## src/logic/cache_params.svh

```systemverilog
// cache geometry and datapath widths for the direct-mapped data cache
`ifndef CACHE_PARAMS_SVH
`define CACHE_PARAMS_SVH

// ------------------------------------------------------------
// geometry
`define CACHE_LINES     8
`define WORDS_PER_LINE  4

// ------------------------------------------------------------
// widths
`define WORD_W          32
`define ADDR_W          30      // processor word address
`define INDEX_W         3       // log2 of CACHE_LINES
`define OFFSET_W        2       // log2 of WORDS_PER_LINE
`define TAG_W           25      // ADDR_W - INDEX_W - OFFSET_W
`define LINE_W          128     // WORD_W * WORDS_PER_LINE
`define LINE_ADDR_W     28      // ADDR_W - OFFSET_W

`endif

```

## src/logic/cache_pkg.sv

```systemverilog
// shared types of the data cache: vector widths, request structs, miss states
`default_nettype none

`include "cache_params.svh"

package cache_pkg;

	typedef logic [`WORD_W-1:0]      word_t;
	typedef logic [`ADDR_W-1:0]      word_addr_t;
	typedef logic [`LINE_ADDR_W-1:0] line_addr_t;
	typedef logic [`LINE_W-1:0]      line_t;      // word 0 in the low bits
	typedef logic [`INDEX_W-1:0]     index_t;
	typedef logic [`OFFSET_W-1:0]    offset_t;
	typedef logic [`TAG_W-1:0]       tag_t;

	// processor side, held while stall is high
	typedef struct packed {
		logic       read;
		logic       write;
		word_addr_t addr;
		word_t      wdata;
	} cpu_req_t;

	// memory side, held until mem_ready
	typedef struct packed {
		logic       read;
		logic       write;
		line_addr_t addr;
		line_t      wdata;
	} mem_req_t;

	typedef enum logic [1:0] {st_ready, st_write_back, st_refill} miss_state_t;

endpackage

`default_nettype wire

```

## src/logic/tag_store.sv

```systemverilog
// tag store: per-line valid bit and tag, hit compare and victim lookup
`timescale 1ns/10ps
`default_nettype none

`include "cache_params.svh"

module tag_store (
	input  logic            clk,
	input  logic            rst_n,
	input  cache_pkg::index_t index,
	input  cache_pkg::tag_t   tag,
	input  logic            fill,
	output logic            hit,
	output logic            victim_valid,
	output cache_pkg::tag_t   victim_tag
);

	import cache_pkg::*;

	// ------------------------------------------------------------
	// storage
	logic [`CACHE_LINES-1:0] valid_q;
	tag_t                    tag_q [`CACHE_LINES];

	// valid bits are the only control state here
	always_ff @(posedge clk or negedge rst_n) begin
		if (!rst_n) begin
			valid_q <= '0;
		end else if (fill) begin
			valid_q[index] <= 1'b1;
		end
	end

	// tag follows the refilled line
	always_ff @(posedge clk) begin
		if (fill) begin
			tag_q[index] <= tag;
		end
	end

	// ------------------------------------------------------------
	// lookup
	always_comb begin
		victim_valid = valid_q[index];
		victim_tag   = tag_q[index];  // line that a miss would evict
		hit          = victim_valid && (victim_tag == tag);
	end

	// a hit and a valid victim are the same entry seen two ways:
	// on a miss with a valid entry the stored tag names the
	// line that has to go back to memory first

endmodule

`default_nettype wire

```

## src/logic/line_store.sv

```systemverilog
// line store: data array with word writes, line fills and combinational reads
`timescale 1ns/10ps
`default_nettype none

`include "cache_params.svh"

module line_store (
	input  logic               clk,
	input  cache_pkg::index_t  index,
	input  cache_pkg::offset_t offset,
	input  logic               word_wr,
	input  cache_pkg::word_t   wdata,
	input  logic               fill,
	input  cache_pkg::line_t   fill_line,
	output cache_pkg::word_t   rd_word,
	output cache_pkg::line_t   rd_line
);

	import cache_pkg::*;

	// ------------------------------------------------------------
	// data array, one word per entry
	word_t data_q [`CACHE_LINES][`WORDS_PER_LINE];

	always_ff @(posedge clk) begin
		if (fill) begin
			// whole line from memory, word 0 in the low bits
			for (int w = 0; w < `WORDS_PER_LINE; w++) begin
				data_q[index][w] <= fill_line[w*`WORD_W +: `WORD_W];
			end
		end else if (word_wr) begin
			data_q[index][offset] <= wdata;  // write hit
		end
	end

	// ------------------------------------------------------------
	// reads

	// addressed word for the processor
	always_comb begin
		rd_word = data_q[index][offset];
	end

	// indexed line for the write-back
	always_comb begin
		rd_line = '0;
		for (int w = 0; w < `WORDS_PER_LINE; w++) begin
			rd_line[w*`WORD_W +: `WORD_W] = data_q[index][w];
		end
	end

	// fill and word_wr never coincide in practice:
	// word_wr only comes in st_ready, fill only in st_refill.
	// fill is checked first anyway so a line load can never
	// be torn by a stray word write

	// no read-during-write forwarding is needed here since a
	// processor access completes in the same cycle it is
	// presented with stall low, and the refilled word is read
	// from the array in the cycle after the fill edge

endmodule

`default_nettype wire

```

## src/logic/miss_fsm.sv

```systemverilog
// miss state machine: serves hits, writes back the victim and refills the line
`timescale 1ns/10ps
`default_nettype none

module miss_fsm (
	input  logic                clk,
	input  logic                rst_n,
	input  cache_pkg::cpu_req_t req,
	input  cache_pkg::index_t   index,
	input  cache_pkg::tag_t     tag,
	input  logic                hit,
	input  logic                victim_valid,
	input  cache_pkg::tag_t     victim_tag,
	input  cache_pkg::line_t    victim_line,
	input  logic                mem_ready,
	output cache_pkg::mem_req_t mem_req,
	output logic                word_wr,
	output logic                fill,
	output logic                stall
);

	import cache_pkg::*;

	miss_state_t state_q;
	miss_state_t state_d;
	logic        access;   // read or write pending
	logic        served;   // hit while idle

	always_comb begin
		access = req.read | req.write;
		served = (state_q == st_ready) && hit;
	end

	// ------------------------------------------------------------
	// next state
	always_comb begin
		state_d = state_q;
		case (state_q)
			st_ready: begin
				if (access && !hit) begin
					// a clean slot skips straight to the refill
					state_d = victim_valid ? st_write_back : st_refill;
				end
			end
			st_write_back: begin
				if (mem_ready) begin
					state_d = st_refill;
				end
			end
			st_refill: begin
				if (mem_ready) begin
					state_d = st_ready;
				end
			end
			default: state_d = st_ready;
		endcase
	end

	always_ff @(posedge clk or negedge rst_n) begin
		if (!rst_n) begin
			state_q <= st_ready;
		end else begin
			state_q <= state_d;
		end
	end

	// ------------------------------------------------------------
	// memory request, a function of state only so it holds
	// steady for as long as mem_ready stays low
	always_comb begin
		mem_req = '0;
		case (state_q)
			st_write_back: begin
				mem_req.write = 1'b1;
				mem_req.addr  = {victim_tag, index};  // victim line address
				mem_req.wdata = victim_line;
			end
			st_refill: begin
				mem_req.read = 1'b1;
				mem_req.addr = {tag, index};          // requested line
			end
			default: ;
		endcase
	end

	// ------------------------------------------------------------
	// array control and processor stall
	always_comb begin
		fill    = (state_q == st_refill) && mem_ready;
		word_wr = served && req.write;
		stall   = access && !served;  // low on a hit in the request's first cycle
	end

	// after the refill edge the state is back in st_ready and the
	// new tag makes the held request hit, so stall falls then

endmodule

`default_nettype wire

```

## src/logic/data_cache.sv

```systemverilog
// direct-mapped write-back data cache between a word port and a line memory
`timescale 1ns/10ps
`default_nettype none

`include "cache_params.svh"

module data_cache (
	input  logic                clk,
	input  logic                rst_n,
	// processor side
	input  cache_pkg::cpu_req_t cpu_req,
	output cache_pkg::word_t    rdata,
	output logic                stall,
	// memory side
	output cache_pkg::mem_req_t mem_req,
	input  cache_pkg::line_t    mem_rdata,
	input  logic                mem_ready
);

	import cache_pkg::*;

	// ------------------------------------------------------------
	// address split
	index_t  index;
	offset_t offset;
	tag_t    tag;

	assign offset = cpu_req.addr[`OFFSET_W-1:0];
	assign index  = cpu_req.addr[`OFFSET_W +: `INDEX_W];
	assign tag    = cpu_req.addr[`ADDR_W-1 -: `TAG_W];

	// ------------------------------------------------------------
	// internal nets
	logic  hit;
	logic  victim_valid;
	tag_t  victim_tag;
	line_t rd_line;
	logic  word_wr;
	logic  fill;

	tag_store i_tag_store (
		.clk          (clk),
		.rst_n        (rst_n),
		.index        (index),
		.tag          (tag),
		.fill         (fill),
		.hit          (hit),
		.victim_valid (victim_valid),
		.victim_tag   (victim_tag)
	);

	line_store i_line_store (
		.clk       (clk),
		.index     (index),
		.offset    (offset),
		.word_wr   (word_wr),
		.wdata     (cpu_req.wdata),
		.fill      (fill),
		.fill_line (mem_rdata),   // refill data straight from memory
		.rd_word   (rdata),
		.rd_line   (rd_line)
	);

	miss_fsm i_miss_fsm (
		.clk          (clk),
		.rst_n        (rst_n),
		.req          (cpu_req),
		.index        (index),
		.tag          (tag),
		.hit          (hit),
		.victim_valid (victim_valid),
		.victim_tag   (victim_tag),
		.victim_line  (rd_line),
		.mem_ready    (mem_ready),
		.mem_req      (mem_req),
		.word_wr      (word_wr),
		.fill         (fill),
		.stall        (stall)
	);

endmodule

`default_nettype wire

```

## config.mk

```make
export PLATFORM = sky130hd
export DESIGN_NAME = data_cache
export DESIGN_NICKNAME = d
export VERILOG_FILES = /design/src/logic/cache_pkg.sv /design/src/logic/tag_store.sv /design/src/logic/line_store.sv /design/src/logic/miss_fsm.sv /design/src/logic/data_cache.sv
export VERILOG_INCLUDE_DIRS = /design/src /design/src/logic
export SDC_FILE = /design/constraint.sdc
export NUM_CORES = 1
export LEC_CHECK = 0
export ABC_CLOCK_PERIOD_IN_PS = 5300
export BUFFER_PORTS_ARGS = -buffer_cell sky130_fd_sc_hd__buf_2
export CAP_MARGIN = 0
export CORE_UTILIZATION = 35
export CTS_BUF_LIST = sky130_fd_sc_hd__clkbuf_2 sky130_fd_sc_hd__clkbuf_4 sky130_fd_sc_hd__clkbuf_8
export DETAILED_ROUTE_END_ITERATION = 7
export PLACE_DENSITY = 0.52
export SYNTH_ARGS = -nofsm -noshare
export SYNTH_HDL_FRONTEND = slang
export SYNTH_SLANG_ARGS = --single-unit
```

## constraint.sdc

```tcl
create_clock -name clk -period 5.3 [get_ports clk]
set_input_delay 0 -clock clk [delete_from_list [all_inputs] [get_ports clk]]
set_output_delay 0 -clock clk [all_outputs]
set_load 0.02 [all_outputs]
```

==> run metrics <==
outcome=completed; crit share post-route=97.0%; max-slew violations=0; DP Worst Slack=0.713 ns; Cell Area, Synth=0.0497 sq mm; Post-Route WL=171 mm; # rows=137; global route total overflow=0; Sink Count=1234; die height=379 um; Setup WS post-layout=0.158 ns; I/O Pins=386; Least-Margin Pin Slew=1.17 ns; via count=31.0k; # H-tree levels=4; Mapped Avg Cell Area=17.7 sq um; Die ar.=0.144 sq mm; worst rel slew slack=21.7%; crit path max fanout=20; synth unique cells=54; minimum clock period=5.14 ns; RSZ-0062 raised after global routing=no; detailed-route DRC error count=0; Routed wire per std cell=30.0 um; Via density=5.44; critical path's slowest cell=or4_4; final antenna-violating net count=0; first-pass GRT wire length=233 mm; Critical Path AT=5.76 ns; sequential area share after synthesis=74.4%; Synth Register Bits=1234; Post-synth EDFFs=1224; nature of the critical path endpoint=flop; worst min path class=input port to flop; Leak=21.3 nW; Synth Warn #=0; PostCTS Resize Cnt=0; final setup fails=0; Setup Skew=0.0732 ns; Initial Util=35.5%; Crit path largest cell delay=0.79 ns; Synth Instances=2813; Required @ worst endpoint=5.92 ns; Fill cells=12.5k; share of cells above drive strength 1=30.9%; HPWL after detailed placement=106 mm; CP top delay family=simple AND/OR/NAND/NOR gates; DRT iter0 DRCs=3048; Max clock buf depth=3; Final nets=3852; PD cells=363 mW/mm^2; Max-Cap Viols=0; Worst Path Buf+Inv=2; initial antenna violation count=16; asr flop ratio synth=0.810%; critical path type=flop to flop; Setup Total Neg Slack=0 ns; syn nets=3011; area delta synth->final=24.7%; clk_lat worst skew=0.93 ns; area leader, netlist=edfxtp_1; register area=0.0370 sq mm; Yosys top cell area share=73.9%; Setup crit start kind=flop; detailed-router iteration count before antenna repair=5; vias in the first global route=30.4k; Global Route Usage Sum=23.5%; port bufs=385; Hold Fails Final Rpt=0; Hold WS=0.0687 ns; Core ar.=0.140 sq mm; Root Driver=clkbuf_8; fmax=0.194 GHz; area of the multi-input gates=0.0124 sq mm; GPL Wtd Cong=0.803; top_reg_cell synth=edfxtp_1; largest net degree at the start of global routing=110; peak supply drop=0.245 mV; Die Wd=379 um; clock slew at reported path FFs=0.06 ns; synth top area cells=edfxtp_1, mux4_2, mux2_2; total CTS buffers=199; critical-path cell list=mux4_2 -> mux2_2 -> xor2_1 -> a2111o_1 -> or4_1 -> or3b_1 -> or4_4 -> buf_4 -> mux2_4 -> dlygate4sd3_1; CTS tree=yes
## cells in the mapped netlist, types with 4 or more instances
master,n
nand2b_1,8
nand2_1,68
nor2b_1,26
a211oi_1,6
a222oi_1,5
inv_1,13
and3_1,9
mux2_4,30
nand3_1,11
xnor2_1,9
a22oi_1,192
and2_1,88
nor2_1,116
o21ai_0,39
a221oi_1,73
dfrtp_1,10
mux2_2,174
o22ai_1,40
mux4_2,90
a22o_1,24
nor3_1,18
o21a_1,5
a21oi_1,75
buf_1,30
edfxtp_1,1224
or3_1,4
xor2_1,7
o221ai_1,7
a221o_1,34
nand4_1,33
or2_2,9
mux2i_1,139
o211ai_1,4
buf_2,25
clkbuf_1,126
buf_6,4
## registers in the layout, indices dropped and copies added, names as in the netlist
| name | count |
|---|---|
| i_miss_fsm.state_q | 2 |
| i_tag_store.tag_q | 200 |
| i_line_store.data_q | 1024 |
| i_tag_store.valid_q | 8 |
## cells by family (layout without fill, tap and decap cells)
kind of cell	Yosys count	count (layout)	share of synthesized area, %
DFF	1234	1234	74.4
AOI/OAI and AO/OA	524	524	7.71
muxes	435	435	11.8
and+or+nand+nor	399	399	4.07
buffers and inverters	202	1201	1.67
xor gates and xnor gates	16	16	0.282
adders and majority gates	3	3	0.0755
other	0	9	0
## metrics by stage
step	area (sq um)	power, mW	util (%)	std cells
3_5_place_dp	55000	14.5	39.2	5013
2_1_floorplan	49700	13.0	-	2813
3_3_place_gp	55000	14.5	39.2	5013
4_1_cts	62000	22.6	44.2	5688
5_1_grt	62000	23.2	44.2	5692
6_report	62000	22.5	44.2	5697
## area by class of cell
cell class,instances,area share [%]
Clock buffer,267,5.28
Multi-Input combinational cell,1377,20.0
Tap cell,1876,3.79
Sequential cell,1234,59.7
Timing Repair Buffer,828,10.2
Antenna cell,9,0.0363
Inverter,14,0.0888
Clock inverter,92,0.922
## report_power, final
part | total, mW | internal [mW] | leakage [nW] | switching, mW
sequential | 11.1 | 11.0 | 11.1 | 0.0630
combinational | 3.41 | 1.12 | 8.12 | 2.29
clock | 7.99 | 4.14 | 2.03 | 3.85
## routing by layer
metal / track usage (%) / share of wire [%] / vias to the layer above
met2: 36.2 / 46 / 1456
met5: 0 / 0.036 / -
li1: - / - / 13194
met1: 31.8 / 42 / 16075
met4: 8.50 / 3.1 / 10
met3: 6.33 / 9.2 / 260
## cells in the final DEF, fill, tap and decap left out, types with 14 or more instances in the layout
master / n
a221o_1: 34
a21oi_4: 32
mux2_2: 174
a21oi_1: 43
buf_12: 18
o21ai_0: 39
a22o_1: 24
a221oi_1: 73
and2_1: 86
nand4_1: 33
clkinv_1: 60
nor2_1: 101
nor3_1: 18
nor2b_1: 25
mux4_2: 90
a22oi_1: 192
clkbuf_4: 64
clkbuf_8: 204
clkinv_2: 18
nor2_4: 14
buf_4: 109
nand2_1: 67
dlygate4sd3_1: 316
edfxtp_1: 1224
mux2_4: 30
mux2i_1: 139
o22ai_1: 40
buf_2: 382
## repair_timing
item,4_1_cts,5_1_grt
hold buffers,316,0
setup buffers,0,0
hold endpoints to repair,1288,0
## worst paths after layout
check                                    startpoint                         end  slack [ns]  depth (start not counted)
min in group asynchronous                     rst_n      i_tag_store.valid_q[3]        0.27                          3
setup / recovery           i_tag_store.tag_q[0][18]  i_line_store.data_q[0][10]        0.16                         10
max in group asynchronous                     rst_n      i_tag_store.valid_q[5]        4.67                          3
setup reg to reg           i_tag_store.tag_q[0][18]  i_line_store.data_q[0][10]        0.16                         10
hold / removal                          cpu_req[51]    i_tag_store.tag_q[3][14]        0.07                          2
hold reg to reg              i_tag_store.valid_q[7]      i_tag_store.valid_q[7]        0.47                          1
(Power assumes the default switching activity.)
